==> config.mk <==
export PLATFORM = sky130hd
export DESIGN_NAME = dcache_ctrl
export DESIGN_NICKNAME = d
export VERILOG_FILES = /design/src/common/mem_bus_pkg.sv /design/src/common/dcache_pkg.sv /design/src/dcache/dcache_ctrl.sv
export VERILOG_INCLUDE_DIRS = /design/src /design/src/common
export SDC_FILE = /design/constraint.sdc
export NUM_CORES = 1
export LEC_CHECK = 0
export BUFFER_PORTS_ARGS = -buffer_cell sky130_fd_sc_hd__buf_2
export CAP_MARGIN = 30
export CORE_MARGIN = 2
export CORE_UTILIZATION = 55
export CTS_CLUSTER_DIAMETER = 60
export DETAILED_ROUTE_END_ITERATION = 8
export PLACE_DENSITY = 0.8
export SLEW_MARGIN = 20
export SYNTH_ARGS = -nofsm -noshare
export SYNTH_HDL_FRONTEND = slang
export SYNTH_SLANG_ARGS = --single-unit
==> constraint.sdc <==
create_clock -name clk -period 3.4 [get_ports clk]
set_input_delay 0.17 -clock clk [delete_from_list [all_inputs] [get_ports clk]]
set_output_delay 0.17 -clock clk [all_outputs]
set_load 0.02 [all_outputs]
==> src/common/dcache_params.svh <==
`ifndef DCACHE_PARAMS_SVH
`define DCACHE_PARAMS_SVH

// Address and data width
`define DCACHE_ADDR_W 32

// 128 lines of 16 words
`define DCACHE_INDEX_W 7
`define DCACHE_OFFSET_W 4
`define DCACHE_WORDS 16

// Byte lanes per word and the address bits they take
`define DCACHE_LANES 4
`define DCACHE_BYTE_W 2

`define DCACHE_TAG_W (`DCACHE_ADDR_W - `DCACHE_INDEX_W - `DCACHE_OFFSET_W - `DCACHE_BYTE_W)

`endif
==> src/common/mem_bus_pkg.sv <==
`default_nettype none

`include "dcache_params.svh"

package mem_bus_pkg;

    typedef enum logic [2:0] {
        CTRL_IDLE   = 3'd0,
        CTRL_RSHAKE = 3'd1,  // Waiting for rd_req_ok
        CTRL_RWAIT  = 3'd2,  // Receiving refill beats
        CTRL_WBWAIT = 3'd3,
        CTRL_REFILL = 3'd4
    } ctrl_state_t;

    typedef enum logic [1:0] {
        WB_IDLE   = 2'd0,
        WB_SHAKE  = 2'd1,
        WB_WRITE  = 2'd2,
        WB_RESULT = 2'd3   // Waiting for wr_resp_valid
    } wb_state_t;

    typedef logic [`DCACHE_OFFSET_W-1:0] beat_t;

endpackage

`default_nettype wire

==> src/common/dcache_pkg.sv <==
`default_nettype none

`include "dcache_params.svh"

package dcache_pkg;

    // Data word and byte address
    typedef logic [`DCACHE_ADDR_W-1:0] word_t;

    // Upper address bits kept in the tag store
    typedef logic [`DCACHE_TAG_W-1:0] tag_t;

    // Line select
    typedef logic [`DCACHE_INDEX_W-1:0] index_t;

    // Word within a line
    typedef logic [`DCACHE_OFFSET_W-1:0] offset_t;

    // One bit per byte lane and all zero for a load
    typedef logic [`DCACHE_LANES-1:0] byte_en_t;

endpackage

`default_nettype wire

==> src/dcache/dcache_ctrl.sv <==
`default_nettype none

`include "dcache_params.svh"

module dcache_ctrl (
    input  wire                        clk,
    input  wire                        rst,
    input  wire                        den,
    input  wire dcache_pkg::byte_en_t  dwen,
    input  wire dcache_pkg::word_t     addr,
    input  wire dcache_pkg::tag_t      tag_rdata,
    input  wire                        rd_req_ok,
    input  wire                        rd_valid,
    input  wire                        rd_last,
    input  wire                        wb_idle,
    output logic                       data_ok,
    output logic                       rd_req,
    output dcache_pkg::word_t          rd_addr,
    output logic                       capture,
    output logic                       line_we,
    output logic                       store_we,
    output logic                       wb_start
);

    localparam int LINE_LSB = `DCACHE_OFFSET_W + `DCACHE_BYTE_W;
    localparam int TAG_LSB  = `DCACHE_INDEX_W + LINE_LSB;

    mem_bus_pkg::ctrl_state_t state, state_nxt;

    logic [2**`DCACHE_INDEX_W-1:0] line_valid;
    logic [2**`DCACHE_INDEX_W-1:0] line_dirty;

    dcache_pkg::tag_t   req_tag;
    dcache_pkg::index_t req_index;
    logic               hit;

    assign req_tag   = addr[`DCACHE_ADDR_W-1:TAG_LSB];
    assign req_index = addr[TAG_LSB-1:LINE_LSB];
    assign hit       = line_valid[req_index] && (tag_rdata == req_tag);

    // Refill always starts at word zero
    assign rd_addr = {addr[`DCACHE_ADDR_W-1:LINE_LSB], {LINE_LSB{1'b0}}};

    always_ff @(posedge clk) begin
        if (rst) begin
            state <= mem_bus_pkg::CTRL_IDLE;
        end else begin
            state <= state_nxt;
        end
    end

    always_ff @(posedge clk) begin
        if (rst) begin
            line_valid <= '0;
            line_dirty <= '0;
        end else if (line_we) begin
            line_valid[req_index] <= 1'b1;
            line_dirty[req_index] <= 1'b0;  // Fresh copy of memory
        end else if (store_we) begin
            line_dirty[req_index] <= 1'b1;
        end
    end

    always_comb begin
        state_nxt = state;
        data_ok   = 1'b0;
        rd_req    = 1'b0;
        capture   = 1'b0;
        line_we   = 1'b0;
        store_we  = 1'b0;
        wb_start  = 1'b0;

        case (state)
            mem_bus_pkg::CTRL_IDLE: begin
                if (den && hit) begin
                    data_ok  = 1'b1;
                    store_we = |dwen;
                end else if (den && wb_idle) begin
                    // Victim goes out while the new line comes in
                    rd_req   = 1'b1;
                    wb_start = line_dirty[req_index];
                    state_nxt = rd_req_ok ? mem_bus_pkg::CTRL_RWAIT
                                          : mem_bus_pkg::CTRL_RSHAKE;
                end
            end
            mem_bus_pkg::CTRL_RSHAKE: begin
                rd_req = 1'b1;
                if (rd_req_ok) begin
                    state_nxt = mem_bus_pkg::CTRL_RWAIT;
                end
            end
            mem_bus_pkg::CTRL_RWAIT: begin
                capture = 1'b1;
                if (rd_valid && rd_last) begin
                    state_nxt = wb_idle ? mem_bus_pkg::CTRL_REFILL
                                        : mem_bus_pkg::CTRL_WBWAIT;
                end
            end
            mem_bus_pkg::CTRL_WBWAIT: begin
                if (wb_idle) begin
                    state_nxt = mem_bus_pkg::CTRL_REFILL;
                end
            end
            mem_bus_pkg::CTRL_REFILL: begin
                line_we   = 1'b1;
                data_ok   = den && (dwen == '0);  // Stores retry as a hit
                state_nxt = mem_bus_pkg::CTRL_IDLE;
            end
            default: begin
                state_nxt = mem_bus_pkg::CTRL_IDLE;
            end
        endcase
    end

endmodule

`default_nettype wire

==> results.md <==
• **overflow left after global routing** 0
• **result of the run** finished clean
• **1st-pass router iterations** 6
• **setup repair after global routing missed its margin** false
• **Post-Layout Cell Count** 1793
• **placed instance count** 1739
• **standard cell with the maximum stage delay on the critical path** sky130_fd_sc_hd__a2111oi_0
• **Clock Sink Count** 259
• **type of the most critical hold path** input port to register
• **post-synthesis compound-gate area fraction** 0.236
• **Highest Clock Rate** 301 MHz
• **Clk Tree Root Cell** sky130_fd_sc_hd__clkbuf_16
• **post-route setup TNS** 0 ps
• **initial antenna violation count** 0
• **critical path class** input port to output pin
• **vias in the first global route** 11100
• **number of rows created at floorplan** 55
• **largest vdd supply drop** 0.518 mV
• **total count of hold-check failures in the final report** 0
• **clock edge transition at the registers on the reported setup and hold paths** 60 ps
• **CP Data Required Time** 3230 ps
• **vertical die dimension** 156 um
• **share of the yosys chip area belonging to registers** 0.411
• **asr flop ratio synth** 0
• **Placement Setup Slack** 195 ps
• **Antenna Violating Nets Remaining** 0
• **initial core utilization** 0.559
• **number of instances in the synthesized netlist** 1450
• **# DRC** 0
• **shortest clock period the worst path allows after layout** 3320 ps
• **Die W** 156 um
• **nets** 1551
• **slowest cell delay on critical path** 640 ps
• **first-pass GRT wire length** 60800 um
• **P_sw** 1640 uW
• **flip-flop cell with the highest count after synthesis** sky130_fd_sc_hd__dfxtp_1
• **share of the clock period used by the worst path after layout** 0.978
• **cells traversed along the worst timing path** buf_4, buf_12, buf_4, nor2b_1, buf_4, a22oi_1, o21ai_0, a211oi_1, a2111oi_0, nor4_1, buf_4, nor4_1, buf_2
• **share of the core filled with cells in the final layout** 0.631
• **number of max-cap violations** 0
• **post-synthesis area per instance** 8.71 sq um
• **part of the power in combinational logic** 0.091
• **Pleak** 0.00532 uW
• **kind of cell adding the most delay to the critical path** buffers and inverters
• **TritonCTS clock tree** built
• **critical path arrival** 3150 ps
• **Internal Power** 4920 uW
• **largest net degree at the start of global routing** 206
• **Synth Area in Adders** 0
• **highest net fanout along the worst path** 21
• **buffers plus inverters on the worst setup path** 6
• **most numerous cell on the critical path** sky130_fd_sc_hd__buf_4
• **H-tree depth** 1
• **synthesized area** 12600 sq um
• **routability-driven placement congestion ratio** 0.896
• **Routed WL** 39600 um
• **xor and xnor area share after synthesis** 0.0132
• **power per standard cell area** 461 nW/um^2
• **clock latency reported for the late side of the worst-skew pair** 550 ps
• **number of fill cells in the layout** 1879
• **Flop pwr share** 0.465
• **library cell occupying the most area in the post-synthesis netlist** sky130_fd_sc_hd__dfxtp_1
• **IO buf count** 87
• **vias post-DR** 11800
• **unique cell type count in the Yosys netlist** 72
• **setup skew after layout** 14.3 ps
• **detailed router's first-iteration violation count** 1622
• **routed length per instance** 22.1 um
• **Floorplan Core Area** 22600 sq um
• **clock network power share** 0.444
• **min setup slack post-route** 75.6 ps
• **top area cells in the synthesized netlist** sky130_fd_sc_hd__dfxtp_1 41%, sky130_fd_sc_hd__nor2_1 7.3%, sky130_fd_sc_hd__a21oi_1 6.1%
• **slew of the pin with the lowest slew margin** 960 ps
• **smallest hold slack** 14.1 ps
• **area share of the largest cell type after synthesis** 0.411
• **number of enable flip-flop cells after synthesis** 0
• **Slew Viols, Final** 0
• **post-synthesis simple-gate area fraction** 0.195
• **multiplexer fraction of the synthesized cell area** 0.0792
• **antenna cells** 0
• **main combinational cell family by area after synthesis** compound AO/OA/AOI/OAI gates
• **count of endpoints failing setup in the final report** 0
• **post-synthesis register bit count** 259
• **number of vias per cell after detailed routing** 6.58
• **Gates resized, CTS repair** 0
• **die area** 24200 sq um
• **Max-Slew Margin vs Limit** 0.360
• **critical path startpoint category** input port
• **maximum clock path buffer count** 3
• **share of final-layout standard cells stronger than drive strength 1** 0.194
• **synth-to-layout area growth** 12.8%
• **switching portion of total power** 0.250
• **CP Capture Type** output pin
• **count of pins on the block boundary** 100
• **Total GRT Usage** 0.318
• **half-perimeter wire length of the detailed placement result** 24700 um
• **number of CTS-inserted buffers** 28
• **Synth Warn #** 0
final cells by class:
type / instances / area [sq um] / share of cell area
inverter: 8 / 30.0 / 0.00211
tap: 285 / 357 / 0.0250
multi-input combinational: 1023 / 6660 / 0.468
clock buffer: 44 / 842 / 0.0591
timing repair buffer: 169 / 1140 / 0.0798
sequential: 259 / 5180 / 0.364
clock inverter: 5 / 31.3 / 0.00220
synthesized netlist by cell type (5+ instances only):
| master | instances |
|---|---|
| sky130_fd_sc_hd__buf_2 | 20 |
| sky130_fd_sc_hd__a221oi_1 | 17 |
| sky130_fd_sc_hd__o21ai_0 | 16 |
| sky130_fd_sc_hd__nor3b_1 | 32 |
| sky130_fd_sc_hd__clkbuf_1 | 98 |
| sky130_fd_sc_hd__o31ai_1 | 17 |
| sky130_fd_sc_hd__a22oi_1 | 31 |
| sky130_fd_sc_hd__a31o_2 | 13 |
| sky130_fd_sc_hd__nand3_1 | 17 |
| sky130_fd_sc_hd__nand2_1 | 41 |
| sky130_fd_sc_hd__nor4_1 | 9 |
| sky130_fd_sc_hd__o2111ai_1 | 17 |
| sky130_fd_sc_hd__nor2_1 | 246 |
| sky130_fd_sc_hd__dfxtp_1 | 259 |
| sky130_fd_sc_hd__mux2_2 | 15 |
| sky130_fd_sc_hd__mux4_2 | 20 |
| sky130_fd_sc_hd__or3b_2 | 16 |
| sky130_fd_sc_hd__o22ai_1 | 19 |
| sky130_fd_sc_hd__buf_1 | 9 |
| sky130_fd_sc_hd__a22o_1 | 66 |
| sky130_fd_sc_hd__a21oi_4 | 6 |
| sky130_fd_sc_hd__a211oi_1 | 6 |
| sky130_fd_sc_hd__xnor2_1 | 7 |
| sky130_fd_sc_hd__and2_1 | 5 |
| sky130_fd_sc_hd__xor2_1 | 12 |
| sky130_fd_sc_hd__a31o_1 | 20 |
| sky130_fd_sc_hd__buf_4 | 34 |
| sky130_fd_sc_hd__nand4_1 | 7 |
| sky130_fd_sc_hd__nor3_1 | 76 |
| sky130_fd_sc_hd__nand2b_1 | 28 |
| sky130_fd_sc_hd__a21oi_1 | 155 |
| sky130_fd_sc_hd__nor2b_1 | 10 |
| sky130_fd_sc_hd__inv_1 | 6 |
| sky130_fd_sc_hd__mux2i_1 | 38 |
final timing paths:
path | start | end | slack [ps] | depth (start not counted)
min | wb_idle | state[0]$_SDFFE_PP0P_ | 10 | 4
max | addr[7] | wb_start | 80 | 13
max reg2reg | line_valid[119]$_SDFFE_PP0P_ | register | 540 | 8
min reg2reg | line_valid[22]$_SDFFE_PP0P_ | line_valid[22]$_SDFFE_PP0P_ | 460 | 2
worst min-delay path, stage by stage:
cell and delay, ps:
sky130_fd_sc_hd__buf_2 120, sky130_fd_sc_hd__a21oi_1 70, sky130_fd_sc_hd__nand3_1 80, sky130_fd_sc_hd__o31ai_1 60
cells by family after synthesis:
family | count (synthesis)
xor+xnor | 19
flops | 259
mux | 73
compound gates | 419
other cells | 1
simple gates | 506
buf+inv | 173
layer usage:
| metal | wire, um | vias to the layer above | global-route usage |
|---|---|---|---|
| met5 | 0 | - | 0 |
| met2 | 17700 | 768 | 0.504 |
| met4 | 1840 | 0 | 0.132 |
| li1 | - | 5348 | - |
| met3 | 4800 | 156 | 0.0735 |
| met1 | 15300 | 5532 | 0.418 |
metrics by stage:
step / instance area (sq um) / total power (uW)
floorplan: 12600 / 3510
global placement: 13300 / 3680
detailed placement: 13300 / 3690
CTS: 14200 / 6550
global route: 14200 / 6730
finish: 14200 / 6560
power groups by stage:
stage / Sequential, uW / Combinational (uW) / Clock (uW)
6_report: 3050 / 600 / 2910
5_1_grt: 3050 / 629 / 3050
4_1_cts: 3050 / 581 / 2920
3_5_place_dp: 3120 / 571 / 0
3_3_place_gp: 3120 / 563 / 0
2_1_floorplan: 3110 / 399 / 0
what timing repair did:
action / in CTS / in global routing
setup endpoints to repair: 0 / 2
hold buffers: 4 / 0
hold endpoints to repair: 2 / 0
buffers inserted: 0 / 1
layout by cell type, fill, tap and decap left out, types with 17 or more instances in the layout:
cell type                     n
sky130_fd_sc_hd__buf_2       85
sky130_fd_sc_hd__nor3b_1     32
sky130_fd_sc_hd__nor2_1     246
sky130_fd_sc_hd__mux2i_1     38
sky130_fd_sc_hd__nor3_1      73
sky130_fd_sc_hd__a21oi_1    155
sky130_fd_sc_hd__clkbuf_16   29
sky130_fd_sc_hd__a31o_1      20
sky130_fd_sc_hd__nand2_1     41
sky130_fd_sc_hd__o2111ai_1   17
sky130_fd_sc_hd__o22ai_1     19
sky130_fd_sc_hd__dfxtp_1    259
sky130_fd_sc_hd__a221oi_1    17
sky130_fd_sc_hd__mux4_2      20
sky130_fd_sc_hd__nand3_1     17
sky130_fd_sc_hd__nand2b_1    28
sky130_fd_sc_hd__a22o_1      66
sky130_fd_sc_hd__o31ai_1     17
sky130_fd_sc_hd__a22oi_1     31
sky130_fd_sc_hd__buf_4       74
(Power assumes the default switching activity.)
