$ cat src/common/dcache_params.svh
`ifndef DCACHE_PARAMS_SVH
`define DCACHE_PARAMS_SVH

// Address and data width
`define DCACHE_ADDR_W 32

// 128 lines of 16 words
`define DCACHE_INDEX_W 7
`define DCACHE_OFFSET_W 4
`define DCACHE_WORDS 16

// Byte lanes per word and the address bits they take
`define DCACHE_LANES 4
`define DCACHE_BYTE_W 2

`define DCACHE_TAG_W (`DCACHE_ADDR_W - `DCACHE_INDEX_W - `DCACHE_OFFSET_W - `DCACHE_BYTE_W)

`endif
$ cat src/common/mem_bus_pkg.sv
`default_nettype none

`include "dcache_params.svh"

package mem_bus_pkg;

    typedef enum logic [2:0] {
        CTRL_IDLE   = 3'd0,
        CTRL_RSHAKE = 3'd1,  // Waiting for rd_req_ok
        CTRL_RWAIT  = 3'd2,  // Receiving refill beats
        CTRL_WBWAIT = 3'd3,
        CTRL_REFILL = 3'd4
    } ctrl_state_t;

    typedef enum logic [1:0] {
        WB_IDLE   = 2'd0,
        WB_SHAKE  = 2'd1,
        WB_WRITE  = 2'd2,
        WB_RESULT = 2'd3   // Waiting for wr_resp_valid
    } wb_state_t;

    typedef logic [`DCACHE_OFFSET_W-1:0] beat_t;

endpackage

`default_nettype wire

$ cat src/common/dcache_pkg.sv
`default_nettype none

`include "dcache_params.svh"

package dcache_pkg;

    // Data word and byte address
    typedef logic [`DCACHE_ADDR_W-1:0] word_t;

    // Upper address bits kept in the tag store
    typedef logic [`DCACHE_TAG_W-1:0] tag_t;

    // Line select
    typedef logic [`DCACHE_INDEX_W-1:0] index_t;

    // Word within a line
    typedef logic [`DCACHE_OFFSET_W-1:0] offset_t;

    // One bit per byte lane and all zero for a load
    typedef logic [`DCACHE_LANES-1:0] byte_en_t;

endpackage

`default_nettype wire

$ cat src/dcache/dcache_fill_path.sv
`default_nettype none

`include "dcache_params.svh"

module dcache_fill_path (
    input  wire                        clk,
    input  wire                        rst,
    input  wire                        capture,
    input  wire                        rd_valid,
    input  wire dcache_pkg::word_t     rd_data,
    input  wire                        line_we,
    input  wire                        store_we,
    input  wire dcache_pkg::offset_t   offset,
    input  wire dcache_pkg::byte_en_t  dwen,
    input  wire dcache_pkg::word_t     wdata,
    input  wire dcache_pkg::word_t     bank_rdata [`DCACHE_WORDS],
    output logic [`DCACHE_WORDS-1:0]   bank_we,
    output dcache_pkg::word_t          bank_wdata [`DCACHE_WORDS],
    output dcache_pkg::word_t          fill_word
);

    mem_bus_pkg::beat_t beat;
    dcache_pkg::word_t  line_buf [`DCACHE_WORDS];
    dcache_pkg::word_t  byte_mask;

    always_ff @(posedge clk) begin
        if (rst || !capture) begin
            beat <= '0;
        end else if (rd_valid) begin
            beat <= beat + mem_bus_pkg::beat_t'(1);
        end
    end

    always_ff @(posedge clk) begin
        if (capture && rd_valid) begin
            line_buf[beat] <= rd_data;
        end
    end

    assign fill_word = line_buf[offset];  // Load data in the refill cycle

    always_comb begin
        for (int i = 0; i < `DCACHE_LANES; i++) begin
            byte_mask[i*8 +: 8] = {8{dwen[i]}};
        end
    end

    // Whole line on refill or one merged word on a store hit
    always_comb begin
        for (int i = 0; i < `DCACHE_WORDS; i++) begin
            bank_we[i] = line_we || (store_we && offset == dcache_pkg::offset_t'(i));
            if (line_we) begin
                bank_wdata[i] = line_buf[i];
            end else begin
                bank_wdata[i] = (bank_rdata[i] & ~byte_mask) | (wdata & byte_mask);
            end
        end
    end

endmodule

`default_nettype wire

$ cat config.mk
export PLATFORM = sky130hd
export DESIGN_NAME = dcache_fill_path
export DESIGN_NICKNAME = d
export VERILOG_FILES = /design/src/common/mem_bus_pkg.sv /design/src/common/dcache_pkg.sv /design/src/dcache/dcache_fill_path.sv
export VERILOG_INCLUDE_DIRS = /design/src /design/src/common
export SDC_FILE = /design/constraint.sdc
export NUM_CORES = 1
export LEC_CHECK = 0
export ABC_CLOCK_PERIOD_IN_PS = 2770
export BUFFER_PORTS_ARGS = -buffer_cell sky130_fd_sc_hd__buf_2
export CORE_AREA = 3 3 452 454
export CTS_BUF_LIST = sky130_fd_sc_hd__clkbuf_4
export DETAILED_ROUTE_END_ITERATION = 10
export DIE_AREA = 0 0 455 457
export PLACE_DENSITY_LB_ADDON = 0.15
export SYNTH_ARGS = -nofsm -noshare
export SYNTH_HDL_FRONTEND = slang
export SYNTH_SLANG_ARGS = --single-unit
export TNS_END_PERCENT = 20
$ cat constraint.sdc
create_clock -name clk -period 2.77 [get_ports clk]
set_input_delay 0.4155 -clock clk [delete_from_list [all_inputs] [get_ports clk]]
set_output_delay 0.4155 -clock clk [all_outputs]
set_load 0.005 [all_outputs]
==> impl_metrics.csv, run 1 <==
group,metric,value,unit
status,status,"complete, but fails checks",
status,violations,"negative setup slack",
yosys,synth_ff_type,"edfxtp_1",
critical_path,crit_type,"reg -> out",
critical_path,cp.arrival,2.48,ns
clocking,cts_tree,"built",
global_routing,grt_pass1_vias,29500,
yosys,yosysWarningCount,0,
yosys,synth_most_common_cell,"nand2_1",
cells_and_area,stdcell_area,41400,µm²
die,num_rows,164,
routing,drt_iter0_drc,2387,
die,initial_core_util,13.9,%
critical_path,path_max_fanout,2,
power,switching_power,5.96,mW
yosys,synthTopCellsByCount,"548 x nand2_1, 512 x a21oi_1, 512 x edfxtp_1, 458 x o21ai_0, 192 x clkbuf_1",
cells_and_area,finalNetCount,4615,
yosys,netlist_instances,2666,
cells_and_area,drive_gt1_share,46.2,%
yosys,ys_seq_area_share,55.4,%
clocking,cts_buffer_depth,3,
timing,rsz0062_at_grt,"true",
global_routing,grt_max_degree,81,
clocking,clock_sinks,516,
yosys,synth_top_area_cell,"edfxtp_1",
power,leakagePower,16.3,nW
die,dieArea,208000,µm²
power,comb_power_share,19.2,%
power,p_clk_share,37.5,%
die,fp.dieH,457,µm
yosys,async_flop_share,0,%
placed_design,dp_cells,6421,
placed_design,placed_cell_area,38200,µm²
placed_design,hpwl,148000,µm
cells_and_area,area_delta_synth_final,48.4,%
worst_hold_path,hold_class,"in -> reg",
clocking,root_buffer,"clkbuf_4",
die,io_pins,1150,
yosys,synth_fp_nets,3260,
global_routing,grt.total_usage,17.1,%
yosys,syn_area,27900,µm²
timing,fin_ws,-0.121,ns
timing,fin_crit,2.89,ns
yosys,synth_edf_count,512,
timing,hold_viol,0,
critical_path,crit_path_end_kind,"output pin",
die,die_w,455,µm
timing,slew_violations,0,
power,internal_power,14.0,mW
power,power_switching_share,29.9,%
timing,finalCritPeriodShare,104,%
global_routing,antenna_found_initial,27,
clocking,clkTransAtPathRegs,0.07,ns
clocking,cts_max_level,4,
die,core_area,200000,µm²
cells_and_area,instances_no_fill,6806,
routing,drt-pass1-iter-count,7,
routing,drc,0,
yosys,synth-seq-cells,516,
placed_design,gp_congestion,0.896,
power,peakVddDrop,0.254,mV
yosys,synth_area_leaders,"edfxtp_1 55%, mux4_2 10%, a21oi_1 9.2%",
routing,dr_total_vias,28400,
clocking,cts_buffers,156,
yosys,synth_cell_type_count,30,
timing,slew_headroom,50.9,%
global_routing,grt_pass1_wl,247000,µm
routing,routed_wl,187000,µm
timing,worstMarginPinSlew,0.728,ns
timing,tns,-1.56,ns
routing,viasPerCell,4.17,
routing,final_antenna_net_count,0,
timing,clock_skew,0.0579,ns
flow_run,timing.max_cap.violations,0,
power,power_frac_seq,43.4,%
power,powerDensity,481,nW/µm²
clocking,clk_latency,1.04,ns
global_routing,gr-total-overflow,0,
yosys,netlist.area_leader.share,55.1,%
routing,drt-wirelength-per-cell,27.4,µm
timing,fmax,346,MHz
yosys,syn_area_per_cell,10.5,µm²
critical_path,startpoint_type,"register",
critical_path,crit_required,2.35,ns
timing,setup_viol,29,
placed_design,placement.io_buffers,1149,
## worst paths after layout
path	from	to	slack, ns	cells past startpoint
setup / recovery	line_buf[2][14]	fill_word[14]	-0.12	4
hold / removal	rd_data[15]	line_buf[12][15]	0.34	2
setup reg to reg	beat[2]	line_buf[7][11]	0.75	4
hold reg to reg	beat[0]	beat[0]	0.59	2
## through the flow
step	total power, mW	worst slack (ns)	utilization [%]	hold slack [ns]
final	19.9	-0.121	20.7	0.338
after detailed placement	12.5	0.0301	19.1	0.568
after CTS	20.3	-0.386	20.6	0.0949
after global placement	12.6	0.0155	19.1	0.565
after global routing	21.1	-0.389	20.7	0.136
after floorplan	10.2	0.607	-	0.514
## sequential cells by signal (all words and copies together), names as in the netlist
signal / cells
beat: 4
line_buf: 512
## power by group through the flow
stage	Sequential, mW	Clock [mW]	Combinational [mW]
final	8.64	7.46	3.81
after global routing	8.63	8.29	4.14
after CTS	8.64	7.84	3.85
after detailed placement	8.81	0	3.73
after global placement	8.81	0	3.75
after floorplan	8.80	0	1.43
## kinds of logic after synthesis
| logic type | after synthesis | share of synthesized area (%) |
|---|---|---|
| xor gates and xnor gates | 3 | 0.0943 |
| buffers and inverters | 291 | 4.47 |
| DFF | 516 | 55.4 |
| adders and majority gates | 4 | 0.180 |
| and+or+nand+nor | 619 | 8.87 |
| muxes | 129 | 10.4 |
| AOI/OAI and AO/OA | 1104 | 20.6 |
## cell type report
| class | instances | area, µm² |
|---|---|---|
| tap | 2656 | 3320 |
| clock buffer | 211 | 1580 |
| timing repair buffer | 1481 | 9030 |
| inverter | 7 | 35.0 |
| multi-input combinational | 1859 | 11600 |
| clock inverter | 62 | 365 |
| sequential | 516 | 15500 |
| fill | 22300 | 159000 |
| antenna | 14 | 35.0 |
## placed cells by master (no fill, tap or decap), types with 4 or more instances in the layout
master            n
buf_2          1135
nand2_1         525
a21oi_1         512
edfxtp_1        512
o21ai_0         454
buf_4           251
clkbuf_4        211
mux4_2          128
o21ai_1          58
a22oi_2          49
buf_12           49
clkinv_1         38
dlygate4sd3_1    37
and2_1           32
nand2_2          20
and2_4           17
a22oi_1          15
diode_2          14
clkinv_2          9
nor2_1            9
a31o_2            8
a21o_1            6
inv_6             6
buf_6             6
ha_1              4
dfxtp_1           4
## worst max-delay path: stages, from the launching register on
cell      delay (ns)
edfxtp_1        0.44
mux4_2          0.49
a22oi_2         0.25
nand2_1         0.12
buf_2           0.14
## routing by layer
| layer | vias up | global-route usage (%) | routed length, µm |
|---|---|---|---|
| li1 | 12800 | - | - |
| met1 | 14200 | 20.8 | 77200 |
| met2 | 1266 | 29.3 | 91500 |
| met3 | 202 | 4.38 | 13000 |
| met4 | 6 | 5.23 | 5140 |
| met5 | - | 0 | 38 |
## what timing repair did
item | CTS | global route
resized for setup | 63 | 25
pin swaps | 42 | 14
hold endpoints to repair | 518 | 0
buffers inserted | 48 | 13
setup endpoints to repair | 33 | 34
hold buffers | 37 | 0
Note: power is estimated with default switching activity, not from simulation.
==> inputs of run 2 (changes only) <==
--- a/config.mk
+++ b/config.mk
@@ -12,7 +12,7 @@
 export CTS_BUF_LIST = sky130_fd_sc_hd__clkbuf_4
 export DETAILED_ROUTE_END_ITERATION = 10
 export DIE_AREA = 0 0 455 457
-export PLACE_DENSITY_LB_ADDON = 0.15
+export PLACE_DENSITY = 0.43
 export SYNTH_ARGS = -nofsm -noshare
 export SYNTH_HDL_FRONTEND = slang
 export SYNTH_SLANG_ARGS = --single-unit
==> impl_metrics.csv, run 2 (synthesized netlist as in run 1, its figures left out) <==
group,metric,value,unit
die,initial_core_util,13.9,%
clocking,cts_max_level,4,
timing,clock_skew,0.0945,ns
critical_path,max_stage_delay,0.49,ns
die,num_rows,164,
critical_path,crit_required,2.35,ns
critical_path,crit_type,"reg -> out",
status,violations,"negative setup slack",
critical_path,cp_slowest_cell,"mux4_2",
worst_hold_path,hold_depth,2,
critical_path,cp.arrival,2.56,ns
critical_path,path_max_fanout,2,
clocking,clkTransAtPathRegs,0.07,ns
routing,drt_iter0_drc,2536,
cells_and_area,largest-register,"line_buf",
cells_and_area,num-fill-cells,22300,
clocking,clk_latency,1.11,ns
routing,final_antenna_net_count,0,
global_routing,gr-total-overflow,0,
placed_design,gp_congestion,0.943,
power,powerDensity,479,nW/µm²
die,core_area,200000,µm²
status,status,"complete, but fails checks",
critical_path,startpoint_type,"register",
timing,hold_viol,0,
cells_and_area,post-route-util,20.8,%
cells_and_area,largest_reg_flops,512,
cells_and_area,regArea,15500,µm²
timing,fin_ws,-0.205,ns
power,power,19.9,mW
critical_path,r2r_cells,4,
global_routing,use_met1,21.0,%
power,peakVddDrop,0.290,mV
routing,drt-wirelength-per-cell,29.0,µm
critical_path,crit_chain,"mux4_2 -> a22oi_1 -> nand2_1 -> buf_2",
global_routing,antenna_found_initial,33,
critical_path,crit_path_end_kind,"output pin",
placed_design,placement.io_buffers,1149,
timing,finalCritPeriodShare,107,%
timing,setup_viol,31,
die,dieArea,208000,µm²
cells_and_area,finalNetCount,4614,
global_routing,grt_pass1_vias,29300,
cells_and_area,area_delta_synth_final,48.9,%
placed_design,placed_cell_area,38200,µm²
clocking,clock_sinks,516,
global_routing,grt_util_met3,4.99,%
flow_run,timing.max_cap.violations,0,
routing,drt-pass1-iter-count,5,
clocking,cts_buffer_depth,3,
global_routing,grt.total_usage,18.0,%
timing,fmax,336,MHz
die,io_pins,1150,
routing,dr_total_vias,28900,
global_routing,use_met2,31.7,%
global_routing,grt_pass1_wl,256000,µm
routing,viasPerCell,4.25,
cells_and_area,multiInputGateArea,11600,µm²
routing,drc,0,
global_routing,grt_max_degree,127,
cells_and_area,reg.largest.list,"line_buf (512), beat (4)",
die,fp.dieH,457,µm
global_routing,grt.busiest_layer,"met2",
timing,fin_crit,2.97,ns
clocking,cts_buffers,149,
placed_design,hpwl,161000,µm
timing,slew_violations,0,
cells_and_area,final_common_cell,"buf_2",
routing,routed_wl,197000,µm
cells_and_area,drive_gt1_share,46.2,%
clocking,cts_tree,"built",
die,die_w,455,µm
timing,rsz0062_at_grt,"true",
cells_and_area,layout_common_cells,"1130 x buf_2, 516 x nand2_1, 512 x a21oi_1, 512 x edfxtp_1, 448 x o21ai_0",
timing,worstMarginPinSlew,0.723,ns
timing,hold-worst-slack,0.291,ns
clocking,root_buffer,"clkbuf_4",
cells_and_area,stdcell_area,41500,µm²
timing,slew_headroom,51.8,%
worst_hold_path,hold_class,"in -> reg",
power,leakagePower,16.3,nW
## run 2: cell type report
type                            count  share of cell area (%)
Sequential cell                   516                    37.2
Multi-Input combinational cell   1859                    28.0
Timing Repair Buffer             1487                    22.0
Tap cell                         2656                    8.00
Clock buffer                      206                    3.72
Clock inverter                     61                   0.829
Antenna cell                       23                   0.139
Inverter                            7                  0.0844
## run 2: power breakdown
group	internal, mW	switching [mW]	leakage, nW
combinational	1.57	2.43	10.5
clock	3.54	3.71	1.12
sequential	8.61	0.0195	4.64
total	13.7	6.16	16.3
## run 2: metrics by stage
| step | setup slack (ns) | instances | TNS [ns] |
|---|---|---|---|
| after CTS | -0.479 | 6766 | -13.47 |
| final | -0.205 | 6815 | -3.20 |
| after floorplan | 0.607 | 2666 | 0 |
| after global routing | -0.465 | 6813 | -13.31 |
| after detailed placement | -0.0991 | 6410 | -0.176 |
| after global placement | -0.110 | 6410 | -0.152 |
## run 2: critical path: cells and delay by family (launching register included)
family | cells | cell delay (ns)
multiplexers | 1 | 0.49
AND/OR/NAND/NOR | 1 | 0.14
buffers and inverters | 1 | 0.16
flip-flops | 1 | 0.42
AO/OA/AOI/OAI | 1 | 0.23
## run 2: timing repair
item | in CTS | in global routing
hold endpoints to repair | 662 | 0
pin swaps | 31 | 29
setup buffers | 45 | 26
hold buffers | 44 | 0
setup endpoints to repair | 52 | 32
resized for setup | 76 | 38
## run 2: final timing paths
check	start	slack [ns]	end
max	line_buf[3][7]	-0.20	fill_word[7]
min	rd_data[12]	0.29	line_buf[11][12]
max reg2reg	beat[2]	0.76	line_buf[5][18]
min reg2reg	beat[3]	0.58	beat[3]
## run 2: metal layers
| metal | vias to the layer above | part of all wire (%) |
|---|---|---|
| met2 | 1427 | 50 |
| li1 | 12700 | - |
| met1 | 14500 | 38 |
| met5 | - | 0.025 |
| met3 | 222 | 8.5 |
| met4 | 8 | 2.9 |
