$ cat src/common/dcache_params.svh
`ifndef DCACHE_PARAMS_SVH
`define DCACHE_PARAMS_SVH

// Address and data width
`define DCACHE_ADDR_W 32

// 128 lines of 16 words
`define DCACHE_INDEX_W 7
`define DCACHE_OFFSET_W 4
`define DCACHE_WORDS 16

// Byte lanes per word and the address bits they take
`define DCACHE_LANES 4
`define DCACHE_BYTE_W 2

`define DCACHE_TAG_W (`DCACHE_ADDR_W - `DCACHE_INDEX_W - `DCACHE_OFFSET_W - `DCACHE_BYTE_W)

`endif
$ cat src/common/mem_bus_pkg.sv
`default_nettype none

`include "dcache_params.svh"

package mem_bus_pkg;

    typedef enum logic [2:0] {
        CTRL_IDLE   = 3'd0,
        CTRL_RSHAKE = 3'd1,  // Waiting for rd_req_ok
        CTRL_RWAIT  = 3'd2,  // Receiving refill beats
        CTRL_WBWAIT = 3'd3,
        CTRL_REFILL = 3'd4
    } ctrl_state_t;

    typedef enum logic [1:0] {
        WB_IDLE   = 2'd0,
        WB_SHAKE  = 2'd1,
        WB_WRITE  = 2'd2,
        WB_RESULT = 2'd3   // Waiting for wr_resp_valid
    } wb_state_t;

    typedef logic [`DCACHE_OFFSET_W-1:0] beat_t;

endpackage

`default_nettype wire

$ cat src/common/dcache_pkg.sv
`default_nettype none

`include "dcache_params.svh"

package dcache_pkg;

    // Data word and byte address
    typedef logic [`DCACHE_ADDR_W-1:0] word_t;

    // Upper address bits kept in the tag store
    typedef logic [`DCACHE_TAG_W-1:0] tag_t;

    // Line select
    typedef logic [`DCACHE_INDEX_W-1:0] index_t;

    // Word within a line
    typedef logic [`DCACHE_OFFSET_W-1:0] offset_t;

    // One bit per byte lane and all zero for a load
    typedef logic [`DCACHE_LANES-1:0] byte_en_t;

endpackage

`default_nettype wire

$ cat src/dcache/dcache_drain_path.sv
`default_nettype none

`include "dcache_params.svh"

module dcache_drain_path (
    input  wire                        clk,
    input  wire                        rst,
    input  wire                        line_we,
    input  wire dcache_pkg::offset_t   offset,
    input  wire dcache_pkg::word_t     fill_word,
    input  wire dcache_pkg::word_t     bank_rdata [`DCACHE_WORDS],
    input  wire                        wb_start,
    input  wire dcache_pkg::tag_t      victim_tag,
    input  wire dcache_pkg::index_t    index,
    input  wire                        wr_req_ok,
    input  wire                        wr_ready,
    input  wire                        wr_resp_valid,
    output dcache_pkg::word_t          rdata,
    output logic                       wb_idle,
    output logic                       wr_req,
    output dcache_pkg::word_t          wr_addr,
    output dcache_pkg::word_t          wr_data,
    output logic                       wr_valid,
    output logic                       wr_last
);

    mem_bus_pkg::wb_state_t state, state_nxt;
    mem_bus_pkg::beat_t     beat;
    dcache_pkg::tag_t       victim_tag_q;
    dcache_pkg::index_t     victim_index_q;

    assign rdata   = line_we ? fill_word : bank_rdata[offset];
    assign wb_idle = (state == mem_bus_pkg::WB_IDLE);
    assign wr_addr = {victim_tag_q, victim_index_q, {(`DCACHE_OFFSET_W + `DCACHE_BYTE_W){1'b0}}};

    always_ff @(posedge clk) begin
        if (rst) begin
            state <= mem_bus_pkg::WB_IDLE;
        end else begin
            state <= state_nxt;
        end
    end

    // Tag store is overwritten at refill, so keep the victim address
    always_ff @(posedge clk) begin
        if (wb_idle && wb_start) begin
            victim_tag_q   <= victim_tag;
            victim_index_q <= index;
        end
    end

    always_ff @(posedge clk) begin
        if (rst || state != mem_bus_pkg::WB_WRITE) begin
            beat <= '0;
        end else if (wr_ready) begin
            beat <= beat + mem_bus_pkg::beat_t'(1);
        end
    end

    always_comb begin
        state_nxt = state;
        wr_req    = 1'b0;
        wr_valid  = 1'b0;
        wr_last   = 1'b0;
        wr_data   = bank_rdata[beat];  // Banks hold the victim until refill

        case (state)
            mem_bus_pkg::WB_IDLE: begin
                if (wb_start) state_nxt = mem_bus_pkg::WB_SHAKE;
            end
            mem_bus_pkg::WB_SHAKE: begin
                wr_req = 1'b1;
                if (wr_req_ok) state_nxt = mem_bus_pkg::WB_WRITE;
            end
            mem_bus_pkg::WB_WRITE: begin
                wr_valid = 1'b1;
                wr_last  = &beat;
                if (wr_last && wr_ready) state_nxt = mem_bus_pkg::WB_RESULT;
            end
            mem_bus_pkg::WB_RESULT: begin
                if (wr_resp_valid) state_nxt = mem_bus_pkg::WB_IDLE;
            end
            default: state_nxt = mem_bus_pkg::WB_IDLE;
        endcase
    end

endmodule

`default_nettype wire

$ cat config.mk
export PLATFORM = sky130hd
export DESIGN_NAME = dcache_drain_path
export DESIGN_NICKNAME = d
export VERILOG_FILES = /design/src/common/mem_bus_pkg.sv /design/src/common/dcache_pkg.sv /design/src/dcache/dcache_drain_path.sv
export VERILOG_INCLUDE_DIRS = /design/src /design/src/common
export SDC_FILE = /design/constraint.sdc
export NUM_CORES = 1
export LEC_CHECK = 0
export ABC_AREA = 0
export BUFFER_PORTS_ARGS = -buffer_cell sky130_fd_sc_hd__buf_2
export CAP_MARGIN = 10
export CORE_AREA = 2 2 264 266
export CTS_CLUSTER_SIZE = 40
export DETAILED_ROUTE_END_ITERATION = 10
export DIE_AREA = 0 0 266 268
export GPL_TIMING_DRIVEN = 1
export HOLD_SLACK_MARGIN = 0.15
export PLACE_DENSITY_LB_ADDON = 0.12
export SLEW_MARGIN = 20
export SYNTH_ARGS = -nofsm -noshare
export SYNTH_HDL_FRONTEND = slang
export SYNTH_SLANG_ARGS = --single-unit
$ cat constraint.sdc
create_clock -name clk -period 2 [get_ports clk]
set_input_delay 0 -clock clk [delete_from_list [all_inputs] [get_ports clk]]
set_output_delay 0 -clock clk [all_outputs]
set_load 0.01 [all_outputs]
==> results of run 1 <==
-- synthesized netlist by cell type (all sizes together), types with 2 or more instances --
cell type | instances | area (sq um)
nor2 | 7 | 26.3
nor2b | 35 | 219
a21oi | 32 | 160
o22ai | 32 | 200
a21o | 32 | 240
xor2 | 2 | 17.5
nand2b | 2 | 12.5
buf | 70 | 513
mux4 | 256 | 5770
clkbuf | 33 | 128
mux2i | 66 | 661
inv | 2 | 7.51
a211oi | 65 | 488
nand4 | 2 | 12.5
ha | 6 | 75.1
edfxtp | 26 | 781
dfxtp | 6 | 120
-- power by group --
part	switching [mW]	leakage [nW]	total, mW	internal, mW
Sequential	0.0651	0.299	0.975	0.910
Combinational	1.79	5.77	3.96	2.17
Clock	0.295	0.0790	0.874	0.578
Total	2.15	6.14	5.80	3.65
-- kinds of logic (layout without fill, tap and decap cells) --
logic type | after synthesis | in the layout | synth area share
other | 1 | 18 | 0.000396
multiplexers | 322 | 322 | 0.678
flip-flops | 32 | 32 | 0.0950
adder cells (fa/ha/maj) | 6 | 6 | 0.00792
XOR/XNOR | 3 | 3 | 0.00277
AO/OA/AOI/OAI | 162 | 162 | 0.116
buffers and inverters | 105 | 816 | 0.0684
AND/OR/NAND/NOR | 50 | 50 | 0.0312
-- sequential cells by signal (all words and copies together), names as in the netlist --
register / count
state: 2
beat: 4
victim_index_q: 7
victim_tag_q: 19
-- per-layer routing --
| layer | up-vias | wire length (um) | global-route usage |
|---|---|---|---|
| met3 | 61 | 4040 | 0.0312 |
| met2 | 541 | 32000 | 0.300 |
| li1 | 4529 | - | - |
| met4 | 14 | 706 | 0.0241 |
| met1 | 5433 | 23800 | 0.195 |
| met5 | - | 92 | 0 |
-- stage by stage --
| step | util | worst slack, ns | total power [mW] |
|---|---|---|---|
| floorplan | - | 0.291 | 3.12 |
| global placement | 0.210 | 0.0514 | 4.79 |
| detailed placement | 0.210 | 0.0361 | 4.78 |
| CTS | 0.219 | -0.190 | 5.83 |
| global route | 0.221 | -0.250 | 6.18 |
| finish | 0.221 | -0.174 | 5.80 |
-- timing repair --
| item | CTS | global route |
|---|---|---|
| cloned | 0 | 0 |
| gates resized for setup | 13 | 15 |
| setup buffers | 16 | 5 |
| pin swaps | 0 | 1 |
| hold buffers | 28 | 0 |
| setup endpoints to repair | 32 | 34 |
| endpoints found under the hold margin | 32 | 0 |
-- layout make-up --
type                            instances  area share
Tap cell                              882      0.0731
Antenna cell                           12     0.00199
Clock inverter                          3     0.00249
Sequential cell                        32      0.0607
Multi-Input combinational cell        549       0.532
Timing Repair Buffer                  806       0.321
Clock buffer                            5     0.00829
Inverter                                2    0.000497
-- critical path, delay by kind of cell (launching register included) --
kind,cells,cell delay (ns)
AOI/OAI and AO/OA,2,0.33
and+or+nand+nor,1,0.14
muxes,1,0.50
buffers and inverters,3,0.51
DFF,1,0.37
-- final timing paths --
check | to | cells after the start | slack (ns)
worst max-delay path | wr_data[4] | 7 | -0.17
worst min-delay path | rdata[24] | 3 | 0.28
worst max register to register | state[1]$_SDFFE_PP0P_ | 7 | 0.11
worst min register to register | state[0]$_SDFFE_PP0P_ | 2 | 0.55
==> impl_metrics.json, run 1 <==
{
  "async_reset_ff_frac": 0,
  "drive_gt1_frac": 0.759,
  "power_density_mw_per_mm2": 384,
  "synth_seq_cells": 32,
  "cp.required_ns": 2.00,
  "fillers": 7505,
  "final-setup-viol-count": 32,
  "fin_crit_sh": 1.09,
  "dp_hpwl_um": 51100,
  "drc_errors": 0,
  "viasPerCell": 4.62,
  "hold_path_class": "primary input to primary output",
  "area_growth_pct": 59.3,
  "vias": 10600,
  "crit_fanout": 13,
  "grt_pass1_vias": 11600,
  "antenna_found_initial": 25,
  "final.setup.tns_ns": -3.13,
  "final_area_sq_mm": 0.0151,
  "cts.clk_slew.worst_paths_ns": 0.05,
  "cts_made_buffers": 5,
  "wl_um": 60700,
  "drt_iter0_markers": 546,
  "hold_violations": 0,
  "io_pins": 681,
  "final-seq-area_sq_um": 916,
  "multi_input_area_sq_mm": 0.00803,
  "end_kind": "primary output",
  "p_leak_nw": 6.14,
  "core_area_sq_mm": 0.0682,
  "insertion_delay_ns": 0.29,
  "synth_edf_count": 26,
  "slowest_stage": "mux4_2",
  "min_from": "fill_word[24]",
  "layout_commonest_cell": "buf_2",
  "startpoint": "beat[0]$_SDFFE_PP0P_",
  "worst_path_most_repeated_cell": "buf_12",
  "ir_drop_v": 0.000385,
  "rsz0062_at_grt": "yes",
  "dieHeight_um": 268,
  "grt_max_degree": 67,
  "cts.sinks": 32,
  "first_pass_iters": 5,
  "fin_skew_ns": 0.00429,
  "critical-path-max-stage-delay_ns": 0.50,
  "synth_cells": 681,
  "instances_no_fill": 2291,
  "grt_util_all_layers": 0.161,
  "avgSynthCellArea_sq_um": 13.9,
  "ys_types": 30,
  "hold_slack_ns": 0.283,
  "worst_pin_slew_ns": 0.994,
  "maxSlewViolCount": 0,
  "path_class": "register to primary output",
  "ys_warn_count": 0,
  "gp_routability_congestion": 0.919,
  "grt_pass1_wl_um": 84000,
  "die_area_sq_mm": 0.0713,
  "netlist_area_sq_mm": 0.00948,
  "r2r_start": "beat[0]$_SDFFE_PP0P_",
  "dp.cells": 2222,
  "port_buffers": 674,
  "worstPathArrival_ns": 2.17,
  "clk_path_buf_depth": 2,
  "final_cell_mix": "670 x buf_2, 256 x mux4_2, 69 x buf_4",
  "start_util": 0.139,
  "ant_nets": 0,
  "start_kind": "register",
  "drv_cap": 0,
  "final_nets": 1983,
  "finalCriticalPeriod_ns": 2.17,
  "violations": "setup timing",
  "die_width_um": 266,
  "outcome": "complete, but fails checks",
  "dpl_cell_area_sq_mm": 0.0143,
  "slew_headroom": 0.333,
  "ctsHtreeMaxLevel": 2,
  "root_buffer": "clkbuf_16",
  "grt-ovfl-total": 0,
  "timing.final.ws_setup_ns": -0.174,
  "row_count": 96,
  "route.detailed.wl_per_inst_um": 26.5,
  "path_cells": "buf_12, buf_12, mux4_2, nor2b_1, a211oi_1, a21oi_1, buf_2",
  "synth_ff_type": "edfxtp_1",
  "max_freq_mhz": 460,
  "yosysSeqAreaShare": 0.0950,
  "cts_tree": "done"
}
No activity file was read; power rests on OpenSTA's default activity.
==> inputs of run 2 (changes only) <==
--- a/config.mk
+++ b/config.mk
@@ -15,6 +15,7 @@
 export DIE_AREA = 0 0 266 268
 export GPL_TIMING_DRIVEN = 1
 export HOLD_SLACK_MARGIN = 0.15
+export MAX_ROUTING_LAYER = met4
 export PLACE_DENSITY_LB_ADDON = 0.12
 export SLEW_MARGIN = 20
 export SYNTH_ARGS = -nofsm -noshare
==> run 2 against run 1 <==
Net effect:
- the flow still finishes with violations (setup timing)
- critical path depth did not move
- clock skew barely moved
- total power barely moved
- cell count rose by 0.26%
- final area barely moved
- worst setup slack got worse by 0.0048 ns
- global-route usage rose by 0.48 points
- first-iteration DRC count rose by 3.3%
- register-to-register slack barely moved
- critical endpoint unchanged
- largest power group unchanged
==> impl_metrics.json, run 2 (same netlist as run 1, synthesis figures left out) <==
{
  "wl_um": 60700,
  "fin_crit_sh": 1.09,
  "dieHeight_um": 268,
  "crit_fanout": 13,
  "row_count": 96,
  "start_kind": "register",
  "largest_reg_flops": 19,
  "finalCriticalPeriod_ns": 2.18,
  "fin_skew_ns": 0.00436,
  "cts.sinks": 32,
  "p_comb_frac": 0.682,
  "worst_path_most_repeated_cell": "buf_12",
  "timing.final.ws_setup_ns": -0.179,
  "route.detailed.wl_per_inst_um": 26.4,
  "vias": 10500,
  "switchingPower_mw": 2.16,
  "viasPerCell": 4.59,
  "reg.largest.list": "victim_tag_q: 19 flops, victim_index_q: 7 flops, beat: 4 flops",
  "max_freq_mhz": 459,
  "path_class": "register to primary output",
  "grt_max_degree": 67,
  "seqPwrFrac": 0.168,
  "worstPathArrival_ns": 2.18,
  "grt_pass1_vias": 11600,
  "hold_slack_ns": 0.283,
  "worst_pin_slew_ns": 0.948,
  "hold_path_class": "primary input to primary output",
  "outcome": "complete, but fails checks",
  "r2r-end": "state[1]$_SDFFE_PP0P_",
  "drc_errors": 0,
  "cts.clk_slew.worst_paths_ns": 0.05,
  "ir_drop_v": 0.000385,
  "clk_path_buf_depth": 2,
  "path_cells": "buf_12, buf_12, mux4_2, nor2b_1, a211oi_1, a21oi_1, buf_2",
  "cp.required_ns": 2.00,
  "critPathBufInv": 3,
  "gp_routability_congestion": 0.935,
  "slowest_stage": "mux4_2",
  "die_width_um": 266,
  "post-route-util": 0.222,
  "die_area_sq_mm": 0.0713,
  "maxSlewViolCount": 0,
  "holdPathStages": 3,
  "critPathTopFamily": "buffers and inverters",
  "p_int_mw": 3.65,
  "power.total_mw": 5.81,
  "final_nets": 1983,
  "start_util": 0.139,
  "min_to": "rdata[24]",
  "cts_made_buffers": 5,
  "p_leak_nw": 6.14,
  "drive_gt1_frac": 0.759,
  "grt_pass1_wl_um": 84000,
  "power_density_mw_per_mm2": 384,
  "core_area_sq_mm": 0.0682,
  "insertion_delay_ns": 0.29,
  "top_register": "victim_tag_q",
  "final-setup-viol-count": 32,
  "end_kind": "primary output",
  "root_buffer": "clkbuf_16",
  "ant_nets": 0,
  "antenna_found_initial": 22,
  "startpoint": "beat[0]$_SDFFE_PP0P_",
  "final_cell_mix": "670 x buf_2, 256 x mux4_2, 69 x buf_4",
  "cts_tree": "done",
  "area_growth_pct": 59.4,
  "rrSetupSlack_ns": 0.11,
  "min_from": "fill_word[24]",
  "r2r_start": "beat[0]$_SDFFE_PP0P_",
  "grt-ovfl-total": 0,
  "critical-path-max-stage-delay_ns": 0.50,
  "first_pass_iters": 5,
  "hold_violations": 0,
  "power_frac_clock": 0.151,
  "rsz0062_at_grt": "yes",
  "r2r.worst_path.cells": 7,
  "grt_util_all_layers": 0.166,
  "drt_iter0_markers": 564,
  "port_buffers": 674,
  "slew_headroom": 0.364,
  "violations": "setup timing",
  "io_pins": 681,
  "p_sw_frac": 0.371,
  "dp_hpwl_um": 51100,
  "layout_commonest_cell": "buf_2",
  "ctsHtreeMaxLevel": 2,
  "drv_cap": 0
}
run 2: layout make-up:
class	instances	area, sq um
antenna	18	45.0
multi-input combinational	549	8030
tap	882	1100
clock buffer	5	125
clock inverter	3	37.5
inverter	2	7.51
sequential	32	916
timing repair buffer	806	4850
fill	7497	53100
run 2: metrics by stage:
stage | cells | worst slack (ns) | instance area, sq um | TNS, ns
final | 2297 | -0.179 | 15100 | -3.10
after global routing | 2295 | -0.250 | 15100 | -6.51
after CTS | 2274 | -0.190 | 15000 | -4.53
after detailed placement | 2222 | 0.0361 | 14300 | 0
after global placement | 2222 | 0.0514 | 14300 | 0
after floorplan | 686 | 0.291 | 9500 | 0
run 2: worst max-delay path by stage:
| stage | cells past startpoint | to | slack, ns |
|---|---|---|---|
| after floorplan | 3 | victim_index_q[0]$_DFFE_PP_ | 0.29 |
| after global placement | 7 | wr_data[22] | 0.05 |
| after detailed placement | 7 | wr_data[22] | 0.04 |
| after CTS | 7 | wr_data[1] | -0.19 |
| after global routing | 7 | wr_data[9] | -0.25 |
| final | 7 | wr_data[4] | -0.18 |
run 2: layer usage:
layer,global-route usage,up-vias,share of wire
met4,0.0240,0,0.013
met2,0.301,534,0.53
met3,0.0286,52,0.062
met1,0.195,5424,0.40
met5,-,-,0
li1,-,4537,-
run 2: worst register-to-register path, delay by kind of cell, from the launching register on:
family / cells / cell delay [ns]
DFF: 1 / 0.37
buffers and inverters: 2 / 0.33
adders and majority gates: 1 / 0.21
AOI/OAI and AO/OA: 1 / 0.41
muxes: 1 / 0.23
and+or+nand+nor: 2 / 0.24
run 2: what timing repair did:
action | CTS | global route
hold endpoints to repair | 32 | 0
endpoints found under the setup margin | 32 | 34
hold buffers | 28 | 0
resized for setup | 13 | 15
pin swaps | 0 | 1
buffers inserted | 16 | 5
run 2: power groups by stage:
| stage | Clock [mW] | Sequential [mW] | Combinational [mW] |
|---|---|---|---|
| after global placement | 0 | 0.992 | 3.80 |
| after detailed placement | 0 | 0.993 | 3.79 |
| after global routing | 0.923 | 0.994 | 4.26 |
| after floorplan | 0 | 1.04 | 2.08 |
| final | 0.875 | 0.976 | 3.96 |
| after CTS | 0.919 | 0.980 | 3.94 |
